==> src/hdl/rvc_settings.svh <==
`ifndef RVC_SETTINGS_SVH
`define RVC_SETTINGS_SVH

// Byte address of the first fetch, word aligned
`define RVC_RESET_PC 32'h0000_0000

// Parcel slots in the fetch queue, even and at least 4
`define RVC_QUEUE_DEPTH 8

// Wishbone word address width
`define RVC_WB_ADDR_W 30

`endif

==> src/hdl/rvc_pkg.sv <==
`include "rvc_settings.svh"

package rvc_pkg;

  // R-type field layout
  typedef struct packed {
    logic [6:0] funct7;
    logic [4:0] rs2;
    logic [4:0] rs1;
    logic [2:0] funct3;
    logic [4:0] rd;
    logic [6:0] opcode;
  } rv_r_t;

  // I-type field layout
  typedef struct packed {
    logic [11:0] imm;
    logic [4:0]  rs1;
    logic [2:0]  funct3;
    logic [4:0]  rd;
    logic [6:0]  opcode;
  } rv_i_t;

  // One instruction word, two decodings
  typedef union packed {
    rv_r_t r_view;
    rv_i_t i_view;
  } rv_instr_u;

  typedef struct packed {
    logic [31:0] pc;
    rv_instr_u   instr;
    logic        compressed;
    logic        illegal;
  } fetch_out_t;

  // Classic Wishbone read request, word addressed
  typedef struct packed {
    logic                      cyc;
    logic                      stb;
    logic [`RVC_WB_ADDR_W-1:0] adr;
  } wb_req_t;

endpackage

==> src/hdl/fetch_master.sv <==
`include "rvc_settings.svh"

module fetch_master (
  input  logic             clk,
  input  logic             rst_n,
  input  logic             room,
  input  logic [31:0]      wb_dat,
  input  logic             wb_ack,
  output rvc_pkg::wb_req_t wb,
  output logic             wr_en,
  output logic [31:0]      wr_word
);

  localparam logic [31:0] RESET_PC = `RVC_RESET_PC;

  logic                      busy;
  logic [`RVC_WB_ADDR_W-1:0] adr;

  // One outstanding cycle at most
  always_ff @(posedge clk or negedge rst_n) begin
    if (!rst_n) begin
      busy <= 1'b0;
      adr  <= RESET_PC[`RVC_WB_ADDR_W+1:2];
    end else if (!busy) begin
      busy <= room;
    end else if (wb_ack) begin
      // Back to back when the queue can take another word
      busy <= room;
      adr  <= adr + 1'b1;
    end
  end

  assign wb = '{cyc: busy, stb: busy, adr: adr};

  // Acked word goes straight into the queue
  assign wr_en   = busy & wb_ack;
  assign wr_word = wb_dat;

endmodule

==> src/hdl/parcel_queue.sv <==
`include "rvc_settings.svh"

module parcel_queue #(
  parameter int DEPTH = `RVC_QUEUE_DEPTH
) (
  input  logic                       clk,
  input  logic                       rst_n,
  input  logic                       wr_en,
  input  logic [31:0]                wr_word,
  input  logic                       pop1,
  input  logic                       pop2,
  input  logic                       fetch_busy,
  output logic                       room,
  output logic [15:0]                head0,
  output logic [15:0]                head1,
  output logic [$clog2(DEPTH+1)-1:0] count
);

  localparam int PW = $clog2(DEPTH);
  localparam int CW = $clog2(DEPTH+1);

  logic [15:0]   slots [DEPTH];
  logic [PW-1:0] wr_ptr;
  logic [PW-1:0] rd_ptr;
  logic [PW-1:0] rd_ptr_inc;
  logic [CW-1:0] count_in;
  logic [CW-1:0] count_out;
  logic [CW:0]   used;

  // Modulo DEPTH increment, DEPTH need not be a power of two
  function automatic logic [PW-1:0] ptr_add(input logic [PW-1:0] ptr, input logic [1:0] step);
    logic [PW:0] sum;
    sum = {1'b0, ptr} + {{(PW-1){1'b0}}, step};
    if (sum >= (PW+1)'(DEPTH)) begin
      sum = sum - (PW+1)'(DEPTH);
    end
    return sum[PW-1:0];
  endfunction

  assign count_in  = wr_en ? CW'(2) : '0;
  assign count_out = pop2 ? CW'(2) : (pop1 ? CW'(1) : '0);

  // In-flight word already owns two slots
  assign used = {1'b0, count} + (fetch_busy ? (CW+1)'(2) : '0);
  assign room = used <= (CW+1)'(DEPTH - 2);

  // wr_ptr stays even, so the upper parcel never wraps
  always_ff @(posedge clk) begin
    if (wr_en) begin
      slots[wr_ptr]        <= wr_word[15:0];
      slots[wr_ptr + 1'b1] <= wr_word[31:16];
    end
  end

  always_ff @(posedge clk or negedge rst_n) begin
    if (!rst_n) begin
      wr_ptr <= '0;
      rd_ptr <= '0;
      count  <= '0;
    end else begin
      if (wr_en) begin
        wr_ptr <= ptr_add(wr_ptr, 2'd2);
      end
      if (pop1 || pop2) begin
        rd_ptr <= ptr_add(rd_ptr, pop2 ? 2'd2 : 2'd1);
      end
      count <= count + count_in - count_out;
    end
  end

  assign rd_ptr_inc = ptr_add(rd_ptr, 2'd1);
  assign head0      = slots[rd_ptr];
  assign head1      = slots[rd_ptr_inc];

endmodule

==> src/hdl/rvc_expander.sv <==
module rvc_expander (
  input  logic [15:0]        parcel,
  output rvc_pkg::rv_instr_u instr,
  output logic               illegal
);

  localparam logic [6:0] OP_LOAD   = 7'b0000011;
  localparam logic [6:0] OP_STORE  = 7'b0100011;
  localparam logic [6:0] OP_IMM    = 7'b0010011;
  localparam logic [6:0] OP_LUI    = 7'b0110111;
  localparam logic [6:0] OP_REG    = 7'b0110011;
  localparam logic [6:0] OP_BRANCH = 7'b1100011;

  logic [4:0]  rd_full;
  logic [4:0]  rs2_full;
  logic [4:0]  rd_c;
  logic [4:0]  rs2_c;
  logic [11:0] imm6_sext;
  logic [11:0] lw_off;

  assign rd_full  = parcel[11:7];
  assign rs2_full = parcel[6:2];

  // Compressed register fields address x8..x15
  assign rd_c  = {2'b01, parcel[9:7]};
  assign rs2_c = {2'b01, parcel[4:2]};

  assign imm6_sext = {{7{parcel[12]}}, parcel[6:2]};
  assign lw_off    = {5'b00000, parcel[5], parcel[12:10], parcel[6], 2'b00};

  always_comb begin
    instr   = {16'h0000, parcel};
    illegal = 1'b1;
    case ({parcel[15:13], parcel[1:0]})
      // C.LW
      5'b010_00: begin
        instr.i_view.imm    = lw_off;
        instr.i_view.rs1    = rd_c;
        instr.i_view.funct3 = 3'b010;
        instr.i_view.rd     = rs2_c;
        instr.i_view.opcode = OP_LOAD;
        illegal             = 1'b0;
      end
      // C.SW with the offset split across funct7 and rd
      5'b110_00: begin
        instr.r_view.funct7 = lw_off[11:5];
        instr.r_view.rs2    = rs2_c;
        instr.r_view.rs1    = rd_c;
        instr.r_view.funct3 = 3'b010;
        instr.r_view.rd     = lw_off[4:0];
        instr.r_view.opcode = OP_STORE;
        illegal             = 1'b0;
      end
      // C.ADDI and C.LI
      5'b000_01, 5'b010_01: begin
        instr.i_view.imm    = imm6_sext;
        instr.i_view.rs1    = parcel[14] ? 5'd0 : rd_full;
        instr.i_view.funct3 = 3'b000;
        instr.i_view.rd     = rd_full;
        instr.i_view.opcode = OP_IMM;
        illegal             = 1'b0;
      end
      // C.LUI unless rd is x2 (C.ADDI16SP)
      5'b011_01: begin
        instr.i_view.imm    = {12{parcel[12]}};
        instr.i_view.rs1    = {{3{parcel[12]}}, parcel[6:5]};
        instr.i_view.funct3 = parcel[4:2];
        instr.i_view.rd     = rd_full;
        instr.i_view.opcode = OP_LUI;
        illegal             = (rd_full == 5'd2) || ({parcel[12], parcel[6:2]} == 6'd0);
      end
      5'b100_01: begin
        case (parcel[11:10])
          // C.SRLI and C.SRAI with shamt[5] reserved on RV32
          2'b00, 2'b01: begin
            instr.i_view.imm    = {1'b0, parcel[10], 5'b00000, parcel[6:2]};
            instr.i_view.rs1    = rd_c;
            instr.i_view.funct3 = 3'b101;
            instr.i_view.rd     = rd_c;
            instr.i_view.opcode = OP_IMM;
            illegal             = parcel[12];
          end
          // C.ANDI
          2'b10: begin
            instr.i_view.imm    = imm6_sext;
            instr.i_view.rs1    = rd_c;
            instr.i_view.funct3 = 3'b111;
            instr.i_view.rd     = rd_c;
            instr.i_view.opcode = OP_IMM;
            illegal             = 1'b0;
          end
          // C.SUB, C.XOR, C.OR, C.AND
          default: begin
            instr.r_view.funct7 = (parcel[6:5] == 2'b00) ? 7'b0100000 : 7'b0000000;
            instr.r_view.rs2    = rs2_c;
            instr.r_view.rs1    = rd_c;
            case (parcel[6:5])
              2'b00:   instr.r_view.funct3 = 3'b000;
              2'b01:   instr.r_view.funct3 = 3'b100;
              2'b10:   instr.r_view.funct3 = 3'b110;
              default: instr.r_view.funct3 = 3'b111;
            endcase
            instr.r_view.rd     = rd_c;
            instr.r_view.opcode = OP_REG;
            illegal             = parcel[12];
          end
        endcase
      end
      // C.BEQZ and C.BNEZ
      5'b110_01, 5'b111_01: begin
        instr.r_view.funct7 = {{4{parcel[12]}}, parcel[6:5], parcel[2]};
        instr.r_view.rs2    = 5'd0;
        instr.r_view.rs1    = rd_c;
        instr.r_view.funct3 = {2'b00, parcel[13]};
        instr.r_view.rd     = {parcel[11:10], parcel[4:3], parcel[12]};
        instr.r_view.opcode = OP_BRANCH;
        illegal             = 1'b0;
      end
      // C.SLLI
      5'b000_10: begin
        instr.i_view.imm    = {7'b0000000, parcel[6:2]};
        instr.i_view.rs1    = rd_full;
        instr.i_view.funct3 = 3'b001;
        instr.i_view.rd     = rd_full;
        instr.i_view.opcode = OP_IMM;
        illegal             = parcel[12];
      end
      // C.MV and C.ADD unless rs2 is x0 (jumps and ebreak)
      5'b100_10: begin
        instr.r_view.funct7 = 7'b0000000;
        instr.r_view.rs2    = rs2_full;
        instr.r_view.rs1    = parcel[12] ? rd_full : 5'd0;
        instr.r_view.funct3 = 3'b000;
        instr.r_view.rd     = rd_full;
        instr.r_view.opcode = OP_REG;
        illegal             = rs2_full == 5'd0;
      end
      default: begin
        illegal = 1'b1;
      end
    endcase
    if (illegal) begin
      instr = {16'h0000, parcel};
    end
  end

endmodule

==> src/hdl/instr_aligner.sv <==
`include "rvc_settings.svh"

module instr_aligner #(
  parameter int DEPTH = `RVC_QUEUE_DEPTH
) (
  input  logic                       clk,
  input  logic                       rst_n,
  input  logic [15:0]                head0,
  input  logic [15:0]                head1,
  input  logic [$clog2(DEPTH+1)-1:0] count,
  input  logic                       out_ready,
  output logic                       pop1,
  output logic                       pop2,
  output rvc_pkg::fetch_out_t        out,
  output logic                       out_valid
);

  rvc_pkg::rv_instr_u exp_instr;
  logic               exp_illegal;
  logic               need1;
  logic               avail;
  logic               load;
  logic [31:0]        pc;

  rvc_expander expander_i (
    .parcel  (head0),
    .instr   (exp_instr),
    .illegal (exp_illegal)
  );

  // Low bits 11 mean a full 32-bit instruction
  assign need1 = head0[1:0] != 2'b11;
  assign avail = (count >= 2) || ((count == 1) && need1);

  // Output slot free or draining this cycle
  assign load = avail && (!out_valid || out_ready);
  assign pop1 = load && need1;
  assign pop2 = load && !need1;

  always_ff @(posedge clk or negedge rst_n) begin
    if (!rst_n) begin
      out_valid <= 1'b0;
      pc        <= `RVC_RESET_PC;
    end else if (load) begin
      out_valid <= 1'b1;
      pc        <= pc + (need1 ? 32'd2 : 32'd4);
    end else if (out_ready) begin
      out_valid <= 1'b0;
    end
  end

  always_ff @(posedge clk) begin
    if (load) begin
      out.pc         <= pc;
      out.instr      <= need1 ? exp_instr : rvc_pkg::rv_instr_u'({head1, head0});
      out.compressed <= need1;
      out.illegal    <= need1 && exp_illegal;
    end
  end

endmodule

==> src/hdl/rvc_fetch_top.sv <==
`include "rvc_settings.svh"

module rvc_fetch_top (
  input  logic                clk,
  input  logic                rst_n,
  input  logic [31:0]         wb_dat,
  input  logic                wb_ack,
  input  logic                out_ready,
  output rvc_pkg::wb_req_t    wb,
  output rvc_pkg::fetch_out_t out,
  output logic                out_valid
);

  logic                                    room;
  logic                                    wr_en;
  logic [31:0]                             wr_word;
  logic                                    pop1;
  logic                                    pop2;
  logic [15:0]                             head0;
  logic [15:0]                             head1;
  logic [$clog2(`RVC_QUEUE_DEPTH+1)-1:0]   count;

  fetch_master master_i (
    .clk     (clk),
    .rst_n   (rst_n),
    .room    (room),
    .wb_dat  (wb_dat),
    .wb_ack  (wb_ack),
    .wb      (wb),
    .wr_en   (wr_en),
    .wr_word (wr_word)
  );

  // Open bus cycle reserves queue room
  parcel_queue #(
    .DEPTH (`RVC_QUEUE_DEPTH)
  ) queue_i (
    .clk        (clk),
    .rst_n      (rst_n),
    .wr_en      (wr_en),
    .wr_word    (wr_word),
    .pop1       (pop1),
    .pop2       (pop2),
    .fetch_busy (wb.cyc),
    .room       (room),
    .head0      (head0),
    .head1      (head1),
    .count      (count)
  );

  instr_aligner #(
    .DEPTH (`RVC_QUEUE_DEPTH)
  ) aligner_i (
    .clk       (clk),
    .rst_n     (rst_n),
    .head0     (head0),
    .head1     (head1),
    .count     (count),
    .out_ready (out_ready),
    .pop1      (pop1),
    .pop2      (pop2),
    .out       (out),
    .out_valid (out_valid)
  );

endmodule

==> config.mk <==
export PLATFORM = sky130hd
export DESIGN_NAME = rvc_fetch_top
export DESIGN_NICKNAME = d
export VERILOG_FILES = /design/src/hdl/rvc_pkg.sv /design/src/hdl/fetch_master.sv /design/src/hdl/parcel_queue.sv /design/src/hdl/rvc_expander.sv /design/src/hdl/instr_aligner.sv /design/src/hdl/rvc_fetch_top.sv
export VERILOG_INCLUDE_DIRS = /design/src /design/src/hdl
export SDC_FILE = /design/constraint.sdc
export NUM_CORES = 1
export LEC_CHECK = 0
export BUFFER_PORTS_ARGS = -buffer_cell sky130_fd_sc_hd__buf_2
export CAP_MARGIN = 40
export CORE_ASPECT_RATIO = 1.25
export CORE_MARGIN = 2
export CORE_UTILIZATION = 30
export CTS_CLUSTER_DIAMETER = 120
export CTS_CLUSTER_SIZE = 16
export DETAILED_ROUTE_END_ITERATION = 8
export GPL_TIMING_DRIVEN = 0
export PLACE_DENSITY = 0.53
export SYNTH_ARGS = -nofsm -noshare
export SYNTH_HDL_FRONTEND = slang
export SYNTH_SLANG_ARGS = --single-unit
==> constraint.sdc <==
create_clock -name clk -period 12.65 [get_ports clk]
set_input_delay 1.265 -clock clk [delete_from_list [all_inputs] [get_ports clk]]
set_output_delay 1.265 -clock clk [all_outputs]
set_load 0.05 [all_outputs]
==> results of run 1 <==
-- critical path, cell delays in order (launching register included) --
cell	delay, ps
sky130_fd_sc_hd__dfrtp_1	440
sky130_fd_sc_hd__buf_6	170
sky130_fd_sc_hd__buf_2	350
sky130_fd_sc_hd__buf_4	300
sky130_fd_sc_hd__mux2i_4	320
sky130_fd_sc_hd__buf_2	250
sky130_fd_sc_hd__nor2_1	160
sky130_fd_sc_hd__inv_1	320
sky130_fd_sc_hd__clkbuf_1	180
sky130_fd_sc_hd__buf_6	210
sky130_fd_sc_hd__ha_1	190
sky130_fd_sc_hd__inv_1	50
sky130_fd_sc_hd__fa_1	400
sky130_fd_sc_hd__a2111oi_2	320
sky130_fd_sc_hd__buf_2	320
sky130_fd_sc_hd__nand4_1	140
sky130_fd_sc_hd__xnor2_1	160
-- cells in the final DEF (no fill, tap or decap), types with 3 or more instances in the layout --
master	netlist	final
sky130_fd_sc_hd__a21oi_1	24	24
sky130_fd_sc_hd__a221oi_1	3	3
sky130_fd_sc_hd__a31oi_1	3	3
sky130_fd_sc_hd__and2_1	6	6
sky130_fd_sc_hd__and3_1	10	6
sky130_fd_sc_hd__and3_2	0	4
sky130_fd_sc_hd__and4_1	8	8
sky130_fd_sc_hd__buf_1	4	4
sky130_fd_sc_hd__buf_12	0	5
sky130_fd_sc_hd__buf_2	8	140
sky130_fd_sc_hd__buf_4	5	7
sky130_fd_sc_hd__buf_6	6	8
sky130_fd_sc_hd__buf_8	1	4
sky130_fd_sc_hd__clkbuf_1	12	26
sky130_fd_sc_hd__clkbuf_16	0	20
sky130_fd_sc_hd__dfrtp_1	72	72
sky130_fd_sc_hd__edfxtp_1	193	193
sky130_fd_sc_hd__fa_1	4	4
sky130_fd_sc_hd__ha_1	15	15
sky130_fd_sc_hd__inv_1	26	26
sky130_fd_sc_hd__mux2_2	17	17
sky130_fd_sc_hd__mux2i_1	27	27
sky130_fd_sc_hd__mux4_2	64	64
sky130_fd_sc_hd__nand2_1	33	33
sky130_fd_sc_hd__nand2b_1	3	3
sky130_fd_sc_hd__nand3_1	31	31
sky130_fd_sc_hd__nand4_1	13	13
sky130_fd_sc_hd__nor2_1	34	33
sky130_fd_sc_hd__nor3_1	12	12
sky130_fd_sc_hd__o21ai_0	12	12
sky130_fd_sc_hd__o22ai_1	16	16
sky130_fd_sc_hd__xnor2_1	47	47
sky130_fd_sc_hd__xor2_1	17	17
-- how the worst max path moves through the flow --
stage	from	end	cells past startpoint
3_5_place_dp	queue_i.rd_ptr[1]	aligner_i.pc[21]	16
3_3_place_gp	queue_i.rd_ptr[1]	queue_i.count[3]	16
6_report	queue_i.rd_ptr[1]	aligner_i.pc[21]	16
5_1_grt	queue_i.rd_ptr[1]	aligner_i.pc[21]	16
2_1_floorplan	queue_i.rd_ptr[1]	queue_i.count[3]	16
4_1_cts	queue_i.rd_ptr[1]	aligner_i.pc[21]	16
-- final cells by class --
| class | instances | area [um^2] |
|---|---|---|
| buffer | 36 | 220 |
| clock inverter | 2 | 25.0 |
| tap | 504 | 631 |
| clock buffer | 34 | 553 |
| multi-input combinational | 440 | 4240 |
| fill | 3821 | 25700 |
| inverter | 26 | 97.6 |
| timing repair buffer | 146 | 898 |
| sequential | 265 | 7600 |
-- routing by layer --
layer | vias to the layer above | track usage, % | part of all wire, %
met1 | 3676 | 18.0 | 43
met4 | 0 | 4.03 | 2.4
li1 | 3303 | - | -
met5 | - | 0 | 0
met2 | 226 | 23.9 | 50
met3 | 41 | 2.18 | 5.1
-- cells in the mapped netlist, drive strengths merged (2+ instances only) --
master	instances
a2111oi	3
a21oi	24
a221oi	3
a2bb2oi	2
a31oi	3
a32o	2
and2	7
and3	10
and4	8
buf	24
clkbuf	12
dfrtp	72
edfxtp	193
fa	4
ha	15
inv	26
mux2	17
mux2i	31
mux4	64
nand2	35
nand2b	3
nand3	33
nand4	14
nor2	35
nor2b	2
nor3	14
nor4	2
o21ai	14
o221ai	2
o22ai	16
or2	2
xnor2	47
xor2	17
-- power by group through the flow --
stage	Combinational, uW	Clock, uW	Sequential (uW)
floorplan	1240	0	1610
global placement	2140	0	1310
detailed placement	2220	0	1300
CTS	2220	631	1290
global route	2350	659	1300
finish	2200	605	1280
-- metrics by stage --
stage | instances | worst slack, ps | utilization [%]
2_1_floorplan | 767 | 6110 | -
3_3_place_gp | 1404 | 3820 | 33.6
3_5_place_dp | 1417 | 8170 | 34.2
4_1_cts | 1453 | 8140 | 35.7
5_1_grt | 1453 | 7770 | 35.7
6_report | 1453 | 8240 | 35.7
-- kinds of logic after synthesis --
group	after synthesis	synth area share (%)
simple gates	165	7.22
fa+ha+maj	19	2.20
mux	112	16.3
flops	265	62.6
xor+xnor	64	4.62
compound gates	79	4.49
other cells	1	0.0309
buf+inv	62	2.62
-- registers in the layout, indices dropped and copies added (netlist names) --
register,count
queue_i.slots,128
aligner_i.out,65
aligner_i.pc,31
master_i.adr,30
queue_i.count,4
queue_i.rd_ptr,3
queue_i.wr_ptr,2
aligner_i.out_valid,1
master_i.busy,1
==> impl_metrics.env, run 1 <==
export IMPL_outcome="finished, final reports clean"
export IMPL_hold_path_endpoint="aligner_i.out[37]"
export IMPL_ios=135
export IMPL_grt_pass1_wl_mm=44.4
export IMPL_ys_seq_elements=265
export IMPL_max_freq_mhz=227
export IMPL_setup_repair_after_global_routing_missed_its_margin="no"
export IMPL_post_synth_num_cell_types=63
export IMPL_synth_seq_area_share_pct=62.6
export IMPL_placed_area_mm2=0.0137
export IMPL_clk_pin_slew_ps=80
export IMPL_final_setup_viol_count=0
export IMPL_crit_path_end_kind="flip-flop"
export IMPL_synth_top_area_share_pct=47.7
export IMPL_floorplan_initialDensity_pct=30.4
export IMPL_sequentialPowerShare_pct=31.4
export IMPL_die_area_mm2=0.0421
export IMPL_cts_resized=0
export IMPL_dieHeight_um=229
export IMPL_drtPass1Iterations=5
export IMPL_hold_path_class="flip-flop to flip-flop"
export IMPL_power_total_uw=4090
export IMPL_route_detailed_drc=0
export IMPL_slew_limit_headroom_pct=34.3
export IMPL_hold_path_depth=0
export IMPL_clock_latency_ps=550
export IMPL_io_buffer_count=133
export IMPL_critPathKind="flip-flop to flip-flop"
export IMPL_syn_mean_instance_area_um2=15.8
export IMPL_via_per_inst=4.99
export IMPL_dominantRegCellSynth="sky130_fd_sc_hd__edfxtp_1"
export IMPL_fin_area_mm2=0.0143
export IMPL_place_detailed_hpwl_mm=21.3
export IMPL_drv_slew=0
export IMPL_switching_power_uw=1790
export IMPL_fp_row_count=82
export IMPL_hold_buffer_count_at_cts=0
export IMPL_synthArstFlopShare_pct=27.2
export IMPL_power_leakage_uw=0.00540
export IMPL_gp_congestion=0.891
export IMPL_antenna_cells_inserted=0
export IMPL_maximum_number_of_pins_on_one_net_before_global_route_repair=55
export IMPL_antenna_found_initial=0
export IMPL_synth_area_mm2=0.0121
export IMPL_rr_startpoint="queue_i.rd_ptr[1]"
export IMPL_clock_tree_from_tritoncts="done"
export IMPL_synth_edff_count=193
export IMPL_cell_internal_pwr_uw=2300
export IMPL_number_of_global_route_vias_before_repair=7234
export IMPL_ff2ff_setup_slack_ps=8240
export IMPL_report_final_hold_viol_count=0
export IMPL_maximum_buffer_depth_of_the_clock_tree=3
export IMPL_worst_endpoint_required_ps=13050
export IMPL_track_usage_pct=13.9
export IMPL_ys_top_cells_by_area="sky130_fd_sc_hd__edfxtp_1 (48%), sky130_fd_sc_hd__dfrtp_1 (15%), sky130_fd_sc_hd__mux4_2 (12%)"
export IMPL_timing_hold_worst_start="aligner_i.pc[3]"
export IMPL_htree_num_levels=1
export IMPL_drt_wl_total_mm=29.5
export IMPL_worst_pin_slew_ps=973
export IMPL_switching_share_pct=43.8
export IMPL_power_per_cell_area_mw_per_mm2=287
export IMPL_avgRoutedWirePerCell_um=20.3
export IMPL_detailedRoute_firstIterationViolations=553
export IMPL_worst_r2r_cell_count=16
export IMPL_yosys_area_top_type="sky130_fd_sc_hd__edfxtp_1"
export IMPL_fin_skew_ps=38.8
export IMPL_design_core_area_mm2=0.0400
export IMPL_critical_path_startpoint_type="flip-flop"
export IMPL_grt_ovfl_total=0
export IMPL_ys_warn_count=0
export IMPL_postRouteAntennaNets=0
export IMPL_cts_post_setup_buffers_inserted=0
export IMPL_worstReg2RegEnd="aligner_i.pc[21]"
export IMPL_clock_sinks=265
export IMPL_syn_instance_count=767
export IMPL_cts_root_buffer="sky130_fd_sc_hd__clkbuf_16"
export IMPL_finish_net_count=990
export IMPL_drv_cap=0
export IMPL_timing_final_crit_period_ps=4410
export IMPL_mappedNetlistNets=822
export IMPL_worst_endpoint_arrival_ps=4810
export IMPL_routed_via_count=7246
export IMPL_final_min_period_over_clock_period_pct=34.9
export IMPL_cts_made_buffers=20
export IMPL_horizontal_extent_of_the_die_um=184
export IMPL_combinationalPowerShare_pct=53.9
export IMPL_max_vdd_ir_drop_mv=0.139
export IMPL_setup_total_negative_slack_ps=0
export IMPL_power_clock_fraction_pct=14.8
export IMPL_layout_cell_share_with_drive_strength_beyond_1_pct=30.9
export IMPL_tightest_hold_margin_ps=452
export IMPL_flow_area_growth_from_synthesis_pct=17.5
export IMPL_critPathMaxFanout=11
No activity file was read; power rests on OpenSTA's default activity.
==> run 2: changes to the inputs <==
==> constraint.sdc (replaced) <==
create_clock -name clk -period 4.4 [get_ports clk]
set_input_delay 0.44 -clock clk [delete_from_list [all_inputs] [get_ports clk]]
set_output_delay 0.44 -clock clk [all_outputs]
set_load 0.05 [all_outputs]
==> run 2 against run 1 <==
Flip-flop and latch count did not move. Global-route usage hardly changed. Via count fell by 0.57%. Clock power rose to 2.9 times the previous value. Critical path depth fell by 2. Routed wire length fell by 1.0%. Setup slack worse by 7800 ps. Clock skew decreased by 5.1 ps. Register-to-register slack worse by 7800 ps. Critical path type unchanged. Sequential power grew to 2.9 times the previous value. Highest routed layer unchanged. First-iteration DRC count down 5.8%. Fmax up 11%.
==> impl_metrics.env, run 2 (synthesis results as in run 1) <==
export IMPL_antenna_found_initial=0
export IMPL_power_per_cell_area_mw_per_mm2=822
export IMPL_ff2ff_setup_slack_ps=420
export IMPL_worst_r2r_cell_count=14
export IMPL_clk_pin_slew_ps=80
export IMPL_gp_congestion=0.895
export IMPL_floorplan_initialDensity_pct=30.4
export IMPL_max_freq_mhz=251
export IMPL_cp_slowest_stage_delay_ps=580
export IMPL_drv_slew=0
export IMPL_largest_register="queue_i.slots"
export IMPL_worst_endpoint_required_ps=4800
export IMPL_hold_path_endpoint="queue_i.slots[6][11]"
export IMPL_power_total_uw=11800
export IMPL_maximum_number_of_pins_on_one_net_before_global_route_repair=44
export IMPL_avgRoutedWirePerCell_um=20.0
export IMPL_crit_family="buffers and inverters"
export IMPL_worstReg2RegEnd="aligner_i.pc[21]"
export IMPL_cts_made_buffers=20
export IMPL_switching_power_uw=5130
export IMPL_hold_path_class="input pin to flip-flop"
export IMPL_cts_root_buffer="sky130_fd_sc_hd__clkbuf_16"
export IMPL_cell_internal_pwr_uw=6680
export IMPL_grt_pass1_wl_mm=44.6
export IMPL_cpMaxStageDelayCell="sky130_fd_sc_hd__mux4_2"
export IMPL_io_buffer_count=133
export IMPL_detailedRoute_firstIterationViolations=521
export IMPL_outcome="finished, final reports clean"
export IMPL_report_final_hold_viol_count=0
export IMPL_maximum_buffer_depth_of_the_clock_tree=3
export IMPL_rr_startpoint="queue_i.rd_ptr[0]"
export IMPL_slew_limit_headroom_pct=37.4
export IMPL_layout_cells_most_common_list="sky130_fd_sc_hd__edfxtp_1 (193), sky130_fd_sc_hd__buf_2 (138), sky130_fd_sc_hd__dfrtp_1 (72)"
export IMPL_critPathMaxFanout=12
export IMPL_route_detailed_drc=0
export IMPL_path_buf_inv=6
export IMPL_setup_repair_after_global_routing_missed_its_margin="no"
export IMPL_grt_ovfl_total=0
export IMPL_flow_area_growth_from_synthesis_pct=18.2
export IMPL_horizontal_extent_of_the_die_um=184
export IMPL_ios=135
export IMPL_crit_path_end_kind="flip-flop"
export IMPL_postRouteAntennaNets=0
export IMPL_fillCellCount=3869
export IMPL_routed_via_count=7205
export IMPL_critical_path_startpoint_type="flip-flop"
export IMPL_fin_skew_ps=33.7
export IMPL_power_clock_fraction_pct=14.7
export IMPL_timing_hold_worst_start="wb_dat[11]"
export IMPL_power_leakage_uw=0.00545
export IMPL_largestRegisters="queue_i.slots x128, aligner_i.out x65, aligner_i.pc x31"
export IMPL_layout_commonest_cell="sky130_fd_sc_hd__edfxtp_1"
export IMPL_final_setup_viol_count=0
export IMPL_track_usage_pct=13.9
export IMPL_drv_cap=0
export IMPL_sequentialPowerShare_pct=31.3
export IMPL_utilization_pct=35.9
export IMPL_dieHeight_um=229
export IMPL_htree_num_levels=1
export IMPL_largest_register_ffs=128
export IMPL_clock_tree_from_tritoncts="done"
export IMPL_via_per_inst=4.94
export IMPL_worst_endpoint_arrival_ps=4380
export IMPL_layout_cell_share_with_drive_strength_beyond_1_pct=31.5
export IMPL_timing_final_crit_period_ps=3980
export IMPL_max_vdd_ir_drop_mv=0.396
export IMPL_fp_row_count=82
export IMPL_critPathKind="flip-flop to flip-flop"
export IMPL_design_core_area_mm2=0.0400
export IMPL_finish_net_count=997
export IMPL_drt_wl_total_mm=29.2
export IMPL_clock_sinks=265
export IMPL_antenna_cells_inserted=0
export IMPL_combinationalPowerShare_pct=54.0
export IMPL_drtPass1Iterations=5
export IMPL_die_area_mm2=0.0421
export IMPL_number_of_global_route_vias_before_repair=7344
export IMPL_final_min_period_over_clock_period_pct=90.5
export IMPL_hold_path_depth=1
export IMPL_worst_pin_slew_ps=927
export IMPL_clock_latency_ps=540
export IMPL_timing_critical_path_cells="buf_6 -> buf_8 -> mux4_2 -> mux2i_4 -> buf_2 -> nor2_1 -> inv_2 -> ha_1 -> inv_1 -> fa_1 -> a2111oi_4 -> clkbuf_4 -> nand4_1 -> xnor2_1"
export IMPL_switching_share_pct=43.4
export IMPL_place_detailed_hpwl_mm=21.4
[run 2: worst max path at each step]
stage                            startpoint                to  cells after the start
after floorplan           queue_i.rd_ptr[0]  queue_i.count[3]                     15
after global placement    queue_i.rd_ptr[1]  queue_i.count[3]                     16
after detailed placement  queue_i.rd_ptr[0]  aligner_i.pc[27]                     15
after CTS                 queue_i.rd_ptr[1]  queue_i.count[3]                     16
after global routing      queue_i.rd_ptr[0]  aligner_i.pc[27]                     14
final                     queue_i.rd_ptr[0]  aligner_i.pc[21]                     14
[run 2: area by class of cell]
| cell class | instances | area [um^2] | area share (%) |
|---|---|---|---|
| Timing Repair Buffer | 154 | 976 | 6.80 |
| Inverter | 26 | 97.6 | 0.680 |
| Multi-Input combinational cell | 440 | 4260 | 29.6 |
| Clock buffer | 34 | 574 | 4.00 |
| Sequential cell | 265 | 7600 | 52.9 |
| Buffer | 35 | 221 | 1.54 |
| Clock inverter | 1 | 8.76 | 0.0610 |
| Tap cell | 504 | 631 | 4.39 |
[run 2: repair_timing]
item,in CTS,in global routing
cloned,0,0
pin swaps,0,1
setup endpoints to repair,19,19
hold endpoints to repair,29,0
gates resized for setup,2,2
hold buffers,1,0
setup buffers,0,7
[run 2: per-stage QoR]
step | worst slack (ps) | instances | cell area (um^2) | setup TNS, ps | hold WS (ps)
after floorplan | 19.8 | 767 | 12200 | 0 | 144
after global placement | -996 | 1404 | 13500 | -14420 | 432
after detailed placement | -146 | 1417 | 13700 | -1410 | 427
after CTS | 95.6 | 1453 | 14300 | 0 | 102
after global routing | 101 | 1459 | 14400 | 0 | 104
final | 418 | 1459 | 14400 | 0 | 119
[run 2: power by group through the flow]
| stage | registers (uW) | logic [uW] | clock network, uW |
|---|---|---|---|
| global placement | 3770 | 6160 | 0 |
| floorplan | 4610 | 3580 | 0 |
| detailed placement | 3760 | 6380 | 0 |
| CTS | 3700 | 6410 | 1810 |
| global route | 3760 | 6840 | 1900 |
| finish | 3700 | 6380 | 1730 |
[run 2: routing by layer]
layer  vias up  global-route usage (%)  wire (um)  part of all wire, %
li1       3311                       -          -                    -
met1      3648                    17.9      12400                   42
met2       202                    24.2      14700                   50
met3        44                    2.09       1380                  4.7
met4         0                    4.08        718                  2.5
met5         -                       0          0                    0
[run 2: worst reg2reg max path, cell delays in order, from the launching register on]
cell and delay [ps]:
sky130_fd_sc_hd__dfrtp_1 400, sky130_fd_sc_hd__buf_6 160, sky130_fd_sc_hd__buf_8 170, sky130_fd_sc_hd__mux4_2 580, sky130_fd_sc_hd__mux2i_4 240, sky130_fd_sc_hd__buf_2 260, sky130_fd_sc_hd__nor2_1 160, sky130_fd_sc_hd__inv_2 310
sky130_fd_sc_hd__ha_1 260, sky130_fd_sc_hd__inv_1 60, sky130_fd_sc_hd__fa_1 420, sky130_fd_sc_hd__a2111oi_4 260, sky130_fd_sc_hd__clkbuf_4 290, sky130_fd_sc_hd__nand4_1 130, sky130_fd_sc_hd__xnor2_1 150
==> run 3: changes to the inputs <==
--- a/config.mk
+++ b/config.mk
@@ -16,6 +16,7 @@
 export DETAILED_ROUTE_END_ITERATION = 8
 export GPL_TIMING_DRIVEN = 0
 export PLACE_DENSITY = 0.53
+export REMOVE_ABC_BUFFERS = 1
 export SYNTH_ARGS = -nofsm -noshare
 export SYNTH_HDL_FRONTEND = slang
 export SYNTH_SLANG_ARGS = --single-unit
==> run 3 against run 2 <==
Final area fell by 0.76%. Via count decreased by 1.6%. Global-route usage is 0.24 points lower. Critical endpoint is now aligner_i.pc[25]. Largest power group unchanged. First-iteration DRC count decreased by 17%. Non-clock buffer count decreased by 29. Routed wire length down 2.6%.
==> impl_metrics.env, run 3 (synthesis results as in run 1) <==
export IMPL_cpMaxStageDelayCell="sky130_fd_sc_hd__mux4_2"
export IMPL_grt_ovfl_total=0
export IMPL_report_final_hold_viol_count=0
export IMPL_setup_total_negative_slack_ps=0
export IMPL_drv_cap=0
export IMPL_preCtsSetupSlack_ps=-490
export IMPL_cp_slowest_stage_delay_ps=600
export IMPL_slew_limit_headroom_pct=40.0
export IMPL_gp_congestion=0.889
export IMPL_worst_endpoint_required_ps=4840
export IMPL_postRouteAntennaNets=0
export IMPL_crit_family="buffers and inverters"
export IMPL_htree_num_levels=1
export IMPL_antenna_found_initial=1
export IMPL_floorplan_initialDensity_pct=30.4
export IMPL_fin_skew_ps=20.6
export IMPL_cts_root_buffer="sky130_fd_sc_hd__clkbuf_16"
export IMPL_avgRoutedWirePerCell_um=19.9
export IMPL_critical_path_startpoint_type="flip-flop"
export IMPL_die_area_mm2=0.0421
export IMPL_drtPass1Iterations=5
export IMPL_layout_cell_share_with_drive_strength_beyond_1_pct=32.0
export IMPL_track_usage_pct=13.7
export IMPL_setup_repair_after_global_routing_missed_its_margin="no"
export IMPL_drt_wl_total_mm=28.4
export IMPL_crit_path_end_kind="flip-flop"
export IMPL_place_detailed_hpwl_mm=19.9
export IMPL_hold_path_class="input pin to flip-flop"
export IMPL_worst_endpoint_arrival_ps=4490
export IMPL_max_vdd_ir_drop_mv=0.311
export IMPL_setup_slack_ps=349
export IMPL_power_leakage_uw=0.00538
export IMPL_grt_pass1_wl_mm=44.0
export IMPL_maximum_buffer_depth_of_the_clock_tree=3
export IMPL_timing_final_crit_period_ps=4050
export IMPL_power_total_uw=11600
export IMPL_layout_cells_non_filler=1426
export IMPL_timing_critical_path_cells="buf_16 -> mux4_2 -> mux2i_4 -> nor2_1 -> inv_2 -> buf_8 -> ha_1 -> inv_1 -> fa_1 -> a2111oi_4 -> buf_4 -> nand2_1 -> nor2_1 -> xor2_1"
export IMPL_flow_area_growth_from_synthesis_pct=17.3
export IMPL_io_buffer_count=133
export IMPL_layout_commonest_cell="sky130_fd_sc_hd__edfxtp_1"
export IMPL_critPathKind="flip-flop to flip-flop"
export IMPL_power_per_cell_area_mw_per_mm2=812
export IMPL_route_detailed_drc=0
export IMPL_largest_register="queue_i.slots"
export IMPL_drv_slew=0
export IMPL_design_core_area_mm2=0.0400
export IMPL_ios=135
export IMPL_antenna_cells_inserted=0
export IMPL_cts_made_buffers=21
export IMPL_clock_sinks=265
export IMPL_path_buf_inv=5
export IMPL_max_freq_mhz=247
export IMPL_finish_net_count=970
export IMPL_fp_row_count=82
export IMPL_fin_area_mm2=0.0143
export IMPL_via_per_inst=4.97
export IMPL_largest_register_ffs=128
export IMPL_outcome="finished, final reports clean"
export IMPL_routed_via_count=7091
export IMPL_placed_area_mm2=0.0136
export IMPL_largestRegisters="queue_i.slots x128, aligner_i.out x65, aligner_i.pc x31"
export IMPL_layout_cells_most_common_list="sky130_fd_sc_hd__edfxtp_1 (193), sky130_fd_sc_hd__buf_2 (132), sky130_fd_sc_hd__dfrtp_1 (69)"
export IMPL_dieHeight_um=229
export IMPL_worst_pin_slew_ps=899
export IMPL_final_min_period_over_clock_period_pct=92.1
export IMPL_worst_path_most_repeated_cell="sky130_fd_sc_hd__nor2_1"
export IMPL_critPathMaxFanout=49
export IMPL_clk_pin_slew_ps=80
export IMPL_final_setup_viol_count=0
export IMPL_number_of_global_route_vias_before_repair=7244
export IMPL_detailedRoute_firstIterationViolations=430
export IMPL_maximum_number_of_pins_on_one_net_before_global_route_repair=50
export IMPL_clock_latency_ps=530
export IMPL_placed_cells_incl_taps=1385
export IMPL_clock_tree_from_tritoncts="done"
export IMPL_horizontal_extent_of_the_die_um=184
run 3: worst register-to-register path, cell delays in order, from the launching register on:
cell,delay [ps]
sky130_fd_sc_hd__dfrtp_4,580
sky130_fd_sc_hd__buf_16,300
sky130_fd_sc_hd__mux4_2,630
sky130_fd_sc_hd__mux2i_4,240
sky130_fd_sc_hd__nor2_1,180
sky130_fd_sc_hd__inv_2,130
sky130_fd_sc_hd__buf_8,160
sky130_fd_sc_hd__ha_1,180
sky130_fd_sc_hd__inv_1,50
sky130_fd_sc_hd__fa_1,420
sky130_fd_sc_hd__a2111oi_4,430
sky130_fd_sc_hd__buf_4,230
sky130_fd_sc_hd__nand2_1,110
sky130_fd_sc_hd__nor2_1,170
sky130_fd_sc_hd__xor2_1,160
run 3: stage by stage:
step | utilization, % | hold slack (ps)
5_1_grt | 35.6 | 119
6_report | 35.6 | 131
2_1_floorplan | - | 144
4_1_cts | 35.5 | 103
3_3_place_gp | 33.0 | 434
3_5_place_dp | 33.9 | 421
run 3: worst paths after layout:
kind	start	to	slack, ps	cells after the start
worst min-delay path	wb_dat[28]	queue_i.slots[1][12]	130	1
max in group asynchronous	rst_n	aligner_i.pc[5]	3430	3
worst min register to register	aligner_i.pc[3]	aligner_i.out[37]	450	0
worst max-delay path	queue_i.rd_ptr[0]	aligner_i.pc[25]	350	14
worst max register to register	queue_i.rd_ptr[0]	aligner_i.pc[25]	350	14
min in group asynchronous	rst_n	master_i.adr[26]	410	2
run 3: layer usage:
layer / part of all wire (%) / global-route usage (%) / routed length [um]
met5: 0 / 0 / 0
met4: 3.3 / 4.90 / 945
met3: 4.6 / 2.02 / 1300
met2: 49 / 22.6 / 13900
met1: 43 / 18.2 / 12200
run 3: area by class of cell:
cell class	instances	area [um^2]
timing repair buffer	160	1060
clock inverter	3	28.8
sequential	265	7600
multi-input combinational	441	4280
clock buffer	27	548
inverter	26	97.6
tap	504	631
fill	3852	25800
run 3: what timing repair did:
action                     in CTS  in global routing
buffers inserted                1                  7
hold endpoints to repair       30                  0
hold buffers                    1                  0
resized for setup               2                  0
cloned                          1                  0
setup endpoints to repair      20                  6
pin swaps                       1                  2
run 3: where the power goes:
| group | internal (uW) | switching [uW] |
|---|---|---|
| combinational | 2280 | 3780 |
| sequential | 3430 | 346 |
| clock | 879 | 863 |
